### src/tower_pkg.sv
package tower_pkg;
	localparam int NUM_IDS = 16;
	localparam int NUM_RUNWAYS = 2;

	typedef logic [3:0] plane_id_t;

	// Byte layout is {plane id, kind, action}.
	typedef logic [7:0] msg_t;

	typedef enum logic [2:0] {
		msg_request   = 3'b000,
		msg_release   = 3'b001,
		msg_clear     = 3'b011,
		msg_hold      = 3'b100,
		msg_say_again = 3'b101,
		msg_divert    = 3'b110,
		msg_id_assign = 3'b111
	} msg_kind_t;

	typedef enum logic [2:0] {
		idle,
		decode,
		queue_reply,
		schedule,
		clear_takeoff,
		clear_landing,
		post_clear
	} ctrl_state_t;
endpackage

### src/runway_bus_if.sv
`timescale 1ns/1ps
interface runway_bus_if;
	import tower_pkg::*;

	logic [NUM_RUNWAYS-1:0] lock; // One-cycle strobes.
	logic [NUM_RUNWAYS-1:0] unlock;
	plane_id_t lock_id;
	plane_id_t unlock_id;
	plane_id_t occupant [NUM_RUNWAYS];
	logic [NUM_RUNWAYS-1:0] busy;

	modport controller (
		output lock, unlock, lock_id, unlock_id,
		input occupant, busy
	);

	modport slot (
		input lock, unlock, lock_id, unlock_id,
		output occupant, busy
	);
endinterface

### src/uart_rx.sv
`timescale 1ns/1ps
module uart_rx #(
	parameter int CLK_HZ = 25_000_000,
	parameter int BAUD_RATE = 115_200
) (
	input logic clock,
	input logic reset,
	input logic rx,
	output tower_pkg::msg_t data,
	output logic done,
	output logic framing_error
);
	localparam int DIVISOR = CLK_HZ / BAUD_RATE;
	localparam int CNT_W = $clog2(DIVISOR);

	typedef enum logic [1:0] {rx_idle, rx_start, rx_data, rx_error} rx_state_t;

	rx_state_t state;
	logic [CNT_W-1:0] timer;
	logic [3:0] bit_count;
	logic [7:0] shift;
	logic tick;

	assign tick = (timer == '0);
	assign data = shift;
	// Stop bit sample with the line high.
	assign done = (state == rx_data) && tick && (bit_count == 4'd8) && rx;

	always_ff @(posedge clock) begin
		if (reset) begin
			state <= rx_idle;
			timer <= '0;
			bit_count <= '0;
			framing_error <= 1'b0;
		end else begin
			timer <= tick ? CNT_W'(DIVISOR - 1) : timer - 1'b1;
			case (state)
				rx_idle: begin
					if (!rx) begin
						timer <= CNT_W'(DIVISOR / 2 - 1); // Sample mid-bit.
						state <= rx_start;
					end
				end
				rx_start: begin
					if (tick) begin
						bit_count <= '0;
						state <= rx ? rx_idle : rx_data; // Glitch, not a start bit.
					end
				end
				rx_data: begin
					if (tick) begin
						if (bit_count == 4'd8) begin
							framing_error <= !rx;
							state <= rx ? rx_idle : rx_error;
						end else begin
							bit_count <= bit_count + 1'b1;
						end
					end
				end
				rx_error: begin
					if (tick && rx) begin
						framing_error <= 1'b0;
						state <= rx_idle;
					end
				end
				default: state <= rx_idle;
			endcase
		end
	end

	// LSB arrives first.
	always_ff @(posedge clock) begin
		if (state == rx_data && tick && bit_count != 4'd8)
			shift <= {rx, shift[7:1]};
	end
endmodule

### src/uart_tx.sv
`timescale 1ns/1ps
module uart_tx #(
	parameter int CLK_HZ = 25_000_000,
	parameter int BAUD_RATE = 115_200
) (
	input logic clock,
	input logic reset,
	input tower_pkg::msg_t data,
	input logic empty,
	output logic pop,
	output logic tx
);
	localparam int DIVISOR = CLK_HZ / BAUD_RATE;
	localparam int CNT_W = $clog2(DIVISOR);

	typedef enum logic [2:0] {tx_idle, tx_load, tx_start, tx_data, tx_stop} tx_state_t;

	tx_state_t state;
	logic [CNT_W-1:0] timer;
	logic [2:0] bit_count;
	logic [7:0] shift;
	logic tick;

	assign tick = (timer == '0);
	assign pop = (state == tx_idle) && !empty;

	always_ff @(posedge clock) begin
		if (reset) begin
			state <= tx_idle;
			tx <= 1'b1;
			timer <= '0;
			bit_count <= '0;
		end else begin
			timer <= tick ? CNT_W'(DIVISOR - 1) : timer - 1'b1;
			case (state)
				tx_idle: begin
					if (!empty) begin
						// Start bit covers the load cycle too.
						timer <= CNT_W'(DIVISOR - 1);
						tx <= 1'b0;
						state <= tx_load;
					end
				end
				tx_load: state <= tx_start; // Queue output valid now.
				tx_start: begin
					if (tick) begin
						tx <= shift[0];
						bit_count <= '0;
						state <= tx_data;
					end
				end
				tx_data: begin
					if (tick) begin
						if (bit_count == 3'd7) begin
							tx <= 1'b1;
							state <= tx_stop;
						end else begin
							tx <= shift[0];
							bit_count <= bit_count + 1'b1;
						end
					end
				end
				tx_stop: begin
					if (tick)
						state <= tx_idle;
				end
				default: state <= tx_idle;
			endcase
		end
	end

	always_ff @(posedge clock) begin
		if (state == tx_load)
			shift <= data;
		else if (tick && (state == tx_start || state == tx_data))
			shift <= shift >> 1;
	end
endmodule

### src/plane_queue.sv
`timescale 1ns/1ps
module plane_queue #(
	parameter int WIDTH = 8,
	parameter int DEPTH = 4
) (
	input logic clock,
	input logic reset,
	input logic [WIDTH-1:0] data_in,
	input logic push,
	input logic pop,
	output logic [WIDTH-1:0] data,
	output logic full,
	output logic empty
);
	localparam int PTR_W = $clog2(DEPTH);

	logic [WIDTH-1:0] mem [DEPTH];
	logic [PTR_W-1:0] rd_ptr;
	logic [PTR_W-1:0] wr_ptr;
	logic [PTR_W:0] count;
	logic do_push;
	logic do_pop;

	assign empty = (count == '0);
	assign full = (count == (PTR_W + 1)'(DEPTH));
	assign do_push = push && !full; // Dropped when full.
	assign do_pop = pop && !empty;

	always_ff @(posedge clock) begin
		if (reset) begin
			rd_ptr <= '0;
			wr_ptr <= '0;
			count <= '0;
		end else begin
			if (do_push)
				wr_ptr <= wr_ptr + 1'b1;
			if (do_pop)
				rd_ptr <= rd_ptr + 1'b1;
			if (do_push && !do_pop)
				count <= count + 1'b1;
			else if (do_pop && !do_push)
				count <= count - 1'b1;
		end
	end

	always_ff @(posedge clock) begin
		if (do_push)
			mem[wr_ptr] <= data_in;
		if (do_pop)
			data <= mem[rd_ptr]; // Head shows up the cycle after pop.
	end
endmodule

### src/aircraft_id_pool.sv
`timescale 1ns/1ps
module aircraft_id_pool (
	input logic clock,
	input logic reset,
	input tower_pkg::plane_id_t id_in,
	input logic take,
	input logic free,
	output logic [tower_pkg::NUM_IDS-1:0] all_taken,
	output tower_pkg::plane_id_t next_free,
	output logic full
);
	import tower_pkg::*;

	assign full = &all_taken;

	// Lowest free ID wins.
	always_comb begin
		next_free = '0;
		for (int i = NUM_IDS - 1; i >= 0; i--) begin
			if (!all_taken[i])
				next_free = plane_id_t'(i);
		end
	end

	always_ff @(posedge clock) begin
		if (reset)
			all_taken <= '0;
		else if (free)
			all_taken[id_in] <= 1'b0;
		else if (take && !full)
			all_taken[next_free] <= 1'b1;
	end
endmodule

### src/runway_slot.sv
`timescale 1ns/1ps
module runway_slot #(
	parameter int INDEX = 0
) (
	input logic clock,
	input logic reset,
	runway_bus_if.slot bus
);
	import tower_pkg::*;

	plane_id_t occupant;
	logic busy;

	assign bus.occupant[INDEX] = occupant;
	assign bus.busy[INDEX] = busy;

	always_ff @(posedge clock) begin
		if (reset)
			busy <= 1'b0;
		else if (bus.lock[INDEX])
			busy <= 1'b1;
		else if (bus.unlock[INDEX] && bus.unlock_id == occupant)
			busy <= 1'b0; // Only the plane on it may free it.
	end

	always_ff @(posedge clock) begin
		if (bus.lock[INDEX])
			occupant <= bus.lock_id;
	end
endmodule

### src/tower_controller.sv
`timescale 1ns/1ps
module tower_controller (
	input logic clock,
	input logic reset,
	input tower_pkg::msg_t request,
	input logic request_empty,
	output logic request_pop,
	output logic takeoff_push,
	output logic takeoff_pop,
	input tower_pkg::plane_id_t takeoff_head,
	input logic takeoff_full,
	input logic takeoff_empty,
	output logic landing_push,
	output logic landing_pop,
	input tower_pkg::plane_id_t landing_head,
	input logic landing_full,
	input logic landing_empty,
	input logic [tower_pkg::NUM_IDS-1:0] id_taken,
	input tower_pkg::plane_id_t next_free,
	input logic id_full,
	output logic id_take,
	output logic id_free,
	output tower_pkg::msg_t reply,
	output logic reply_push,
	input logic reply_full,
	runway_bus_if.controller runway
);
	import tower_pkg::*;

	ctrl_state_t state;
	ctrl_state_t next_state;
	plane_id_t req_id;
	msg_kind_t req_kind;
	logic req_action;
	logic req_queue_full;
	logic takeoff_first;
	logic any_free;
	logic free_idx;
	logic pick_takeoff;
	logic can_clear;

	assign req_id = request[7:4];
	assign req_kind = msg_kind_t'(request[3:1]);
	assign req_action = request[0]; // Landing, or runway number on release.
	assign req_queue_full = req_action ? landing_full : takeoff_full;

	always_comb begin
		any_free = 1'b0;
		free_idx = 1'b0;
		for (int r = NUM_RUNWAYS - 1; r >= 0; r--) begin
			if (!runway.busy[r]) begin
				any_free = 1'b1;
				free_idx = r[0];
			end
		end
	end

	// Room for the clearance reply is checked up front.
	assign can_clear = any_free && !(takeoff_empty && landing_empty) && !reply_full;
	assign pick_takeoff = !takeoff_empty && (landing_empty || takeoff_first);

	assign runway.lock_id = (state == clear_takeoff) ? takeoff_head : landing_head;
	assign runway.unlock_id = req_id;

	always_comb begin
		next_state = state;
		request_pop = 1'b0;
		takeoff_push = 1'b0;
		takeoff_pop = 1'b0;
		landing_push = 1'b0;
		landing_pop = 1'b0;
		id_take = 1'b0;
		id_free = 1'b0;
		reply_push = 1'b0;
		runway.lock = '0;
		runway.unlock = '0;
		case (state)
			idle: begin
				if (!request_empty) begin
					request_pop = 1'b1;
					next_state = decode;
				end else if (can_clear) begin
					next_state = schedule;
				end
			end
			decode: begin
				next_state = queue_reply;
				case (req_kind)
					msg_request: begin
						if (!id_taken[req_id])
							next_state = schedule; // Unknown plane, no answer.
						else if (req_queue_full)
							id_free = 1'b1; // Diverted.
						else if (req_action)
							landing_push = 1'b1;
						else
							takeoff_push = 1'b1;
					end
					msg_release: begin
						next_state = schedule;
						if (runway.busy[req_action] && runway.occupant[req_action] == req_id) begin
							runway.unlock[req_action] = 1'b1;
							id_free = 1'b1;
						end
					end
					msg_id_assign: id_take = !id_full;
					default: ;
				endcase
			end
			queue_reply: begin
				if (!reply_full) begin
					reply_push = 1'b1;
					next_state = schedule;
				end
			end
			schedule: begin
				next_state = idle;
				if (can_clear) begin
					if (pick_takeoff) begin
						takeoff_pop = 1'b1;
						next_state = clear_takeoff;
					end else begin
						landing_pop = 1'b1;
						next_state = clear_landing;
					end
				end
			end
			clear_takeoff, clear_landing: begin
				runway.lock[free_idx] = 1'b1;
				next_state = post_clear;
			end
			post_clear: begin
				reply_push = 1'b1;
				next_state = idle;
			end
			default: next_state = idle;
		endcase
	end

	always_ff @(posedge clock) begin
		if (reset) begin
			state <= idle;
			takeoff_first <= 1'b0;
		end else begin
			state <= next_state;
			if (state == schedule && can_clear && !takeoff_empty && !landing_empty)
				takeoff_first <= !takeoff_first; // Alternate only under contention.
		end
	end

	always_ff @(posedge clock) begin
		if (state == decode) begin
			case (req_kind)
				msg_request: reply <= {req_id, req_queue_full ? msg_divert : msg_hold, 1'b0};
				msg_id_assign: begin
					if (id_full)
						reply <= {plane_id_t'(0), msg_id_assign, 1'b1};
					else
						reply <= {next_free, msg_id_assign, 1'b0};
				end
				default: reply <= {req_id, msg_say_again, 1'b0};
			endcase
		end else if (state == clear_takeoff || state == clear_landing) begin
			reply <= {runway.lock_id, msg_clear, free_idx};
		end
	end
endmodule

### src/tower_top.sv
`timescale 1ns/1ps
module tower_top #(
	parameter int CLK_HZ = 25_000_000,
	parameter int BAUD_RATE = 115_200
) (
	input logic clock,
	input logic reset,
	input logic rx,
	output logic tx,
	output logic framing_error,
	output logic [tower_pkg::NUM_RUNWAYS-1:0] runway_active
);
	import tower_pkg::*;

	msg_t rx_data;
	logic rx_done;
	msg_t request;
	logic request_empty;
	logic request_pop;
	plane_id_t request_id;
	logic takeoff_push;
	logic takeoff_pop;
	plane_id_t takeoff_head;
	logic takeoff_full;
	logic takeoff_empty;
	logic landing_push;
	logic landing_pop;
	plane_id_t landing_head;
	logic landing_full;
	logic landing_empty;
	logic [NUM_IDS-1:0] id_taken;
	plane_id_t next_free;
	logic id_full;
	logic id_take;
	logic id_free;
	msg_t reply;
	logic reply_push;
	logic reply_full;
	msg_t tx_data;
	logic tx_pop;
	logic reply_empty;

	runway_bus_if runway_bus ();

	assign request_id = request[7:4];
	assign runway_active = runway_bus.busy;

	uart_rx #(
		.CLK_HZ(CLK_HZ),
		.BAUD_RATE(BAUD_RATE)
	) uart_rx_inst (
		.clock(clock),
		.reset(reset),
		.rx(rx),
		.data(rx_data),
		.done(rx_done),
		.framing_error(framing_error)
	);

	// Bytes arriving while this is full are lost.
	plane_queue #(.WIDTH(8), .DEPTH(4)) rx_buffer (
		.clock(clock),
		.reset(reset),
		.data_in(rx_data),
		.push(rx_done),
		.pop(request_pop),
		.data(request),
		.full(),
		.empty(request_empty)
	);

	plane_queue #(.WIDTH(4), .DEPTH(8)) takeoff_queue (
		.clock(clock),
		.reset(reset),
		.data_in(request_id),
		.push(takeoff_push),
		.pop(takeoff_pop),
		.data(takeoff_head),
		.full(takeoff_full),
		.empty(takeoff_empty)
	);

	plane_queue #(.WIDTH(4), .DEPTH(8)) landing_queue (
		.clock(clock),
		.reset(reset),
		.data_in(request_id),
		.push(landing_push),
		.pop(landing_pop),
		.data(landing_head),
		.full(landing_full),
		.empty(landing_empty)
	);

	aircraft_id_pool id_pool (
		.clock(clock),
		.reset(reset),
		.id_in(request_id),
		.take(id_take),
		.free(id_free),
		.all_taken(id_taken),
		.next_free(next_free),
		.full(id_full)
	);

	tower_controller controller (
		.clock(clock),
		.reset(reset),
		.request(request),
		.request_empty(request_empty),
		.request_pop(request_pop),
		.takeoff_push(takeoff_push),
		.takeoff_pop(takeoff_pop),
		.takeoff_head(takeoff_head),
		.takeoff_full(takeoff_full),
		.takeoff_empty(takeoff_empty),
		.landing_push(landing_push),
		.landing_pop(landing_pop),
		.landing_head(landing_head),
		.landing_full(landing_full),
		.landing_empty(landing_empty),
		.id_taken(id_taken),
		.next_free(next_free),
		.id_full(id_full),
		.id_take(id_take),
		.id_free(id_free),
		.reply(reply),
		.reply_push(reply_push),
		.reply_full(reply_full),
		.runway(runway_bus)
	);

	for (genvar r = 0; r < NUM_RUNWAYS; r++) begin : g_runway
		runway_slot #(.INDEX(r)) slot (
			.clock(clock),
			.reset(reset),
			.bus(runway_bus)
		);
	end

	plane_queue #(.WIDTH(8), .DEPTH(4)) reply_buffer (
		.clock(clock),
		.reset(reset),
		.data_in(reply),
		.push(reply_push),
		.pop(tx_pop),
		.data(tx_data),
		.full(reply_full),
		.empty(reply_empty)
	);

	uart_tx #(
		.CLK_HZ(CLK_HZ),
		.BAUD_RATE(BAUD_RATE)
	) uart_tx_inst (
		.clock(clock),
		.reset(reset),
		.data(tx_data),
		.empty(reply_empty),
		.pop(tx_pop),
		.tx(tx)
	);
endmodule

### config.mk
export PLATFORM = sky130hd
export DESIGN_NAME = tower_top
export DESIGN_NICKNAME = d
export VERILOG_FILES = /design/src/tower_pkg.sv /design/src/runway_bus_if.sv /design/src/uart_rx.sv /design/src/uart_tx.sv /design/src/plane_queue.sv /design/src/aircraft_id_pool.sv /design/src/runway_slot.sv /design/src/tower_controller.sv /design/src/tower_top.sv
export SDC_FILE = /design/constraint.sdc
export NUM_CORES = 1
export LEC_CHECK = 0
export BUFFER_PORTS_ARGS = -buffer_cell sky130_fd_sc_hd__buf_2
export CORE_ASPECT_RATIO = 1.25
export CORE_MARGIN = 2
export CORE_UTILIZATION = 46
export CTS_CLUSTER_SIZE = 40
export DETAILED_ROUTE_END_ITERATION = 10
export PLACE_DENSITY = 0.7
export SYNTH_ARGS = -nofsm -noshare
export SYNTH_HDL_FRONTEND = slang
export SYNTH_SLANG_ARGS = --single-unit
### constraint.sdc
create_clock -name clock -period 3.84 [get_ports clock]
set_input_delay 0.768 -clock clock [delete_from_list [all_inputs] [get_ports clock]]
set_output_delay 0.768 -clock clock [all_outputs]
set_load 0.01 [all_outputs]
==> results.txt, run 1 <==
layout cell share with drive strength beyond 1: 13.7%
worst reg2reg path depth: 13
CTS max path bufs: 3
Final Hold Viols: 0
Setup CP Type: reg2reg
Gate Count Post-Synth: 881
async set-reset flop share out of synthesis: 0%
Antenna diodes: 0
Post-synth EDFFs: 184
post-DR wirelength/cell: 17.0 um
Avg Synthesized Cell Area: 13.3 sq um
max_cap viols: 0
# setup viols final: 0
Final nets: 937
global-route wire length before repair: 35.2 mm
clk_lat worst skew: 0.52 ns
syn nets: 916
Top FF cell, synth: edfxtp_1
gr ovfl total: 0
Worst Min Path Start: uart_tx_inst.timer[0]$_SDFF_PP0_
setup tns final: 0 ns
most common cell after layout, fill and taps aside: edfxtp_1
commonest cells after routing, fill and taps aside: edfxtp_1, dfxtp_1, nor2_1
post-synthesis mux area share: 9.64%
status: finished clean
Synth Area in Compound Gates: 7.11%
hold depth: 1
Post-DRT Antenna Nets: 0
largest net degree at the start of global routing: 66
Placement Cell Area: 0.0122 sq mm
core area: 0.0251 sq mm
Cell variety after synth: 70
Die Span X: 147 um
cts bufs inserted: 26
R2R Path End: takeoff_queue.count[3]$_SDFFE_PP0P_
Final GP Congestion: 0.861
Synth Area in Adders: 3.68%
r2r startpoint: rx_buffer.data[7]$_DFFE_PP_
Sink Count: 270
reg2reg setup slack: 0.36 ns
DIE AREA: 0.0267 sq mm
vias in the first global route: 6850
Setup Buffers After CTS: 0
Slew @ Worst Pin: 0.816 ns
Min-Delay Endpoint: uart_tx_inst.timer[0]$_SDFF_PP0_
worst hold-check path type: reg2reg
design area: 0.0130 sq mm
Initial Utilization: 46.6%
post-DP HPWL: 14.6 mm
CP arrival: 3.92 ns
largest family of logic cells by synthesized area: simple AND/OR/NAND/NOR gates
Final Max Slew Viols: 0
Pwr Density: 612 mW/mm^2
initial antenna violation count: 0
PortBufs: 6
H-tree Lvls: 1
GR peak layer: met2
met1 Resource Use GR: 20.2%
via count: 6934
yosys warns: 0
DRC: 0
1st-pass router iterations: 5
Setup Skew: 0.00849 ns
initial drt markers: 408
Worst EP required: 4.29 ns
worst-case vdd ir drop: 0.413 mV
met3 Usage GRT: 2.48%
Final Cycle Share: 90.6%
die height: 182 um
relative slew slack: 45.1%
min Tclk post-route: 3.48 ns
CTS clk-pin slew, worst paths: 0.06 ns
hold_buf cts: 0
Max Fclk: 288 MHz
LEAKAGE: 4.34 nW
flops & latches, synth: 270
Via density: 5.52
Setup crit end kind: register
RSZ-0062 raised after global routing: no
Total GRT Usage: 16.2%
mapped cell area: 0.0117 sq mm
P&R area growth vs syn: 11.0%
CTS tree: built
final WL: 21.3 mm
Root Buffer: clkbuf_16
Setup crit start kind: register
crit-path max FO: 24
register area share after synthesis: 61.9%
grt met2 use: 28.3%
simple-gate share of the synthesized area: 12.1%
Std-Cell Rows: 65
Resized Gates After CTS: 0
Post-Synth XOR/XNOR Area: 3.29%
I/O Pins: 7
worst max-delay path, stage by stage (launching register included):
cell	delay, ns
edfxtp_1	0.57
buf_4	0.34
a211oi_1	0.12
or3_1	0.37
a2111o_1	0.46
inv_2	0.09
ha_1	0.18
inv_1	0.09
ha_1	0.28
a21o_1	0.18
a21oi_1	0.17
xnor2_1	0.09
or3_1	0.30
a21oi_1	0.14
through the flow:
step	util (%)	hold slack, ns	cells	setup slack (ns)	total power [mW]
floorplan	-	0.425	881	0.422	5.08
finish	51.7	0.453	1257	0.362	7.95
detailed placement	48.4	0.445	1209	0.366	5.53
global placement	48.4	0.449	1209	0.438	5.48
global route	51.7	0.473	1257	0.0979	8.36
CTS	51.7	0.459	1257	0.340	8.04
flip-flops by register name (all words and copies together) (netlist names), 8 cells and up:
register	count
controller.reply	8
g_runway.slot.occupant	8
id_pool.all_taken	16
landing_queue.mem	32
reply_buffer.data	8
reply_buffer.mem	32
rx_buffer.data	8
rx_buffer.mem	32
takeoff_queue.mem	32
uart_rx_inst.data	8
uart_rx_inst.timer	8
uart_tx_inst.shift	8
uart_tx_inst.timer	8
synthesized netlist by cell type (all sizes together) (8+ instances only):
cell	instances	area share, %
nor3	23	0.98
xnor2	24	1.8
a21oi	44	1.9
clkbuf	19	0.61
nand3	12	0.51
or2	10	0.53
xor2	20	1.5
mux2i	16	1.4
nor2b	12	0.64
inv	31	0.99
ha	28	3.0
dfxtp	86	15
edfxtp	184	47
o21ai	23	0.98
buf	14	0.65
nand2	58	1.9
or3	8	0.43
nor3b	15	1.0
nor2	73	2.3
mux4	32	6.2
nand2b	14	0.75
o31ai	10	0.64
mux2	22	2.1
and2	11	0.59
power breakdown:
| group | internal [mW] | switching, mW | leakage, nW |
|---|---|---|---|
| combinational | 0.663 | 0.857 | 1.59 |
| clock | 1.45 | 1.03 | 0.395 |
| sequential | 3.63 | 0.321 | 2.36 |
| total | 5.74 | 2.21 | 4.34 |
layout make-up:
| type | count | area [sq um] |
|---|---|---|
| clock buffer | 37 | 723 |
| clock inverter | 11 | 118 |
| fill | 2086 | 12100 |
| inverter | 32 | 120 |
| multi-input combinational | 546 | 4190 |
| sequential | 270 | 7250 |
| tap | 335 | 419 |
| timing repair buffer | 26 | 180 |
logic make-up after synthesis:
| kind of cell | after synthesis |
|---|---|
| simple gates | 273 |
| flops | 270 |
| compound gates | 127 |
| mux | 70 |
| buf+inv | 65 |
| xor+xnor | 44 |
| fa+ha+maj | 32 |
per-layer routing:
layer	up-vias	routed length, um
met3	61	956
li1	3347	-
met4	0	850
met1	3364	8850
met5	-	0
met2	162	10600
worst max-delay path by stage:
| stage | from | end | slack (ns) | cells past startpoint |
|---|---|---|---|---|
| 6_report | rx_buffer.data[7]$_DFFE_PP_ | takeoff_queue.count[3]$_SDFFE_PP0P_ | 0.36 | 13 |
| 5_1_grt | rx_buffer.data[7]$_DFFE_PP_ | takeoff_queue.count[3]$_SDFFE_PP0P_ | 0.1 | 13 |
| 4_1_cts | rx_buffer.data[7]$_DFFE_PP_ | takeoff_queue.count[3]$_SDFFE_PP0P_ | 0.34 | 13 |
| 3_5_place_dp | rx_buffer.data[7]$_DFFE_PP_ | takeoff_queue.count[3]$_SDFFE_PP0P_ | 0.37 | 13 |
| 3_3_place_gp | rx_buffer.data[7]$_DFFE_PP_ | takeoff_queue.count[3]$_SDFFE_PP0P_ | 0.44 | 13 |
| 2_1_floorplan | rx_buffer.data[7]$_DFFE_PP_ | takeoff_queue.count[3]$_SDFFE_PP0P_ | 0.42 | 14 |
Power figures use the tool's default switching activity.
==> run 2, diff against run 1 <==
RECOVER_POWER = 25   (was default)
SLEW_MARGIN = 20   (was default)
==> run 2 against run 1 <==
Compared with the run above: clock skew increased by 0.00066 ns; routed wire length increased by 0.14%; total power decreased by 0.14%; critical path depth unchanged; die area unchanged; global-route usage unchanged; final cell count unchanged; sequential power about the same; combinational power about the same; critical path type unchanged; critical endpoint unchanged; highest routed layer unchanged.
==> results.txt, run 2 (same netlist as run 1, synthesis figures left out) <==
status: finished clean
post-DP HPWL: 14.6 mm
die height: 182 um
most common cell after layout, fill and taps aside: edfxtp_1
Die Span X: 147 um
RSZ-0062 raised after global routing: no
DR WL met3: 1.05 mm
Root Buffer: clkbuf_16
worst reg2reg path depth: 13
# setup viols final: 0
Post-DRT Antenna Nets: 0
Setup Buffers After CTS: 0
gr ovfl total: 0
max_cap viols: 0
R2R Path End: takeoff_queue.count[3]$_SDFFE_PP0P_
layout cell share with drive strength beyond 1: 13.2%
worst hold margin: 0.453 ns
Total GRT Usage: 16.2%
setup tns final: 0 ns
Min-Delay Endpoint: uart_tx_inst.timer[0]$_SDFF_PP0_
design area: 0.0130 sq mm
Setup crit start kind: register
Final Hold Viols: 0
Slew @ Worst Pin: 0.810 ns
cts bufs inserted: 26
core area: 0.0251 sq mm
uppermost routed layer: met4
Worst Min Path Start: uart_tx_inst.timer[0]$_SDFF_PP0_
Placement Cell Area: 0.0122 sq mm
Initial Utilization: 46.6%
Max Fclk: 287 MHz
Via density: 5.52
Final GP Congestion: 0.861
Setup crit end kind: register
Final Cycle Share: 90.7%
Final Max Slew Viols: 0
commonest cells after routing, fill and taps aside: edfxtp_1, dfxtp_1, nor2_1
DRC: 0
filler cell count: 2089
Setup CP Type: reg2reg
P&R area growth vs syn: 10.9%
FF+latch area: 0.00725 sq mm
Final Non-Filler Cells: 1257
reg2reg setup slack: 0.36 ns
length of routed wiring on met1: 8.76 mm
via count: 6937
routed wl met2: 10.6 mm
hold depth: 1
relative slew slack: 45.5%
DIE AREA: 0.0267 sq mm
CTS max path bufs: 3
LEAKAGE: 4.33 nW
Setup Skew: 0.00915 ns
crit-path max FO: 24
multi-input logic area: 0.00419 sq mm
CTS tree: built
min Tclk post-route: 3.48 ns
r2r startpoint: rx_buffer.data[7]$_DFFE_PP_
Worst EP required: 4.29 ns
clk_lat worst skew: 0.52 ns
vias in the first global route: 6850
1st-pass router iterations: 6
CTS clk-pin slew, worst paths: 0.06 ns
worst hold-check path type: reg2reg
Std-Cell Rows: 65
PortBufs: 6
H-tree Lvls: 1
Pwr Density: 611 mW/mm^2
Antenna diodes: 0
final WL: 21.3 mm
largest net degree at the start of global routing: 66
I/O Pins: 7
hold_buf cts: 0
DP Cell Count: 1209
worst-case vdd ir drop: 0.413 mV
CP arrival: 3.93 ns
global-route wire length before repair: 35.2 mm
initial antenna violation count: 0
Final nets: 937
initial drt markers: 421
Sink Count: 270
post-DR wirelength/cell: 17.0 um
Resized Gates After CTS: 0
## run 2: worst max-delay path by stage
stage / endpoint / slack (ns) / from
detailed placement: takeoff_queue.count[3]$_SDFFE_PP0P_ / 0.37 / rx_buffer.data[7]$_DFFE_PP_
floorplan: takeoff_queue.count[3]$_SDFFE_PP0P_ / 0.42 / rx_buffer.data[7]$_DFFE_PP_
global placement: takeoff_queue.count[3]$_SDFFE_PP0P_ / 0.44 / rx_buffer.data[7]$_DFFE_PP_
CTS: takeoff_queue.count[3]$_SDFFE_PP0P_ / 0.34 / rx_buffer.data[7]$_DFFE_PP_
global route: takeoff_queue.count[3]$_SDFFE_PP0P_ / 0.1 / rx_buffer.data[7]$_DFFE_PP_
finish: takeoff_queue.count[3]$_SDFFE_PP0P_ / 0.36 / rx_buffer.data[7]$_DFFE_PP_
## run 2: metal layers
metal,vias up,global-route usage (%)
met5,-,0
met4,0,6.76
met3,71,2.48
met2,182,28.3
met1,3337,20.2
li1,3347,-
## run 2: worst max-delay path: stages, from the launching register on
cell      delay [ns]
edfxtp_1        0.57
buf_4           0.34
a211oi_1        0.12
or3_1           0.37
a2111o_1        0.46
inv_2           0.09
ha_1            0.18
inv_1           0.09
ha_1            0.28
a21o_1          0.18
a21oi_1         0.17
xnor2_1         0.09
or3_1           0.30
a21oi_1         0.14
## run 2: layout make-up
cell class	count	area share, %
clock inverters	11	0.906
inverters	32	0.925
multi-input cells	546	32.3
well taps	335	3.23
clock buffers	37	5.57
flip-flops and latches	270	55.8
repair buffers	26	1.29
## run 2: where the power goes
group / switching, mW / total, mW / internal [mW]
logic: 0.855 / 1.51 / 0.650
clock network: 1.03 / 2.48 / 1.45
registers: 0.322 / 3.95 / 3.63
total: 2.21 / 7.94 / 5.73
## run 2: per-stage QoR
step           utilization, %  power (mW)  setup WS, ns
3_3_place_gp             48.4        5.48         0.438
4_1_cts                  51.7        8.04         0.340
3_5_place_dp             48.4        5.53         0.366
6_report                 51.7        7.94         0.358
2_1_floorplan               -        5.08         0.422
5_1_grt                  51.7        8.35        0.0979
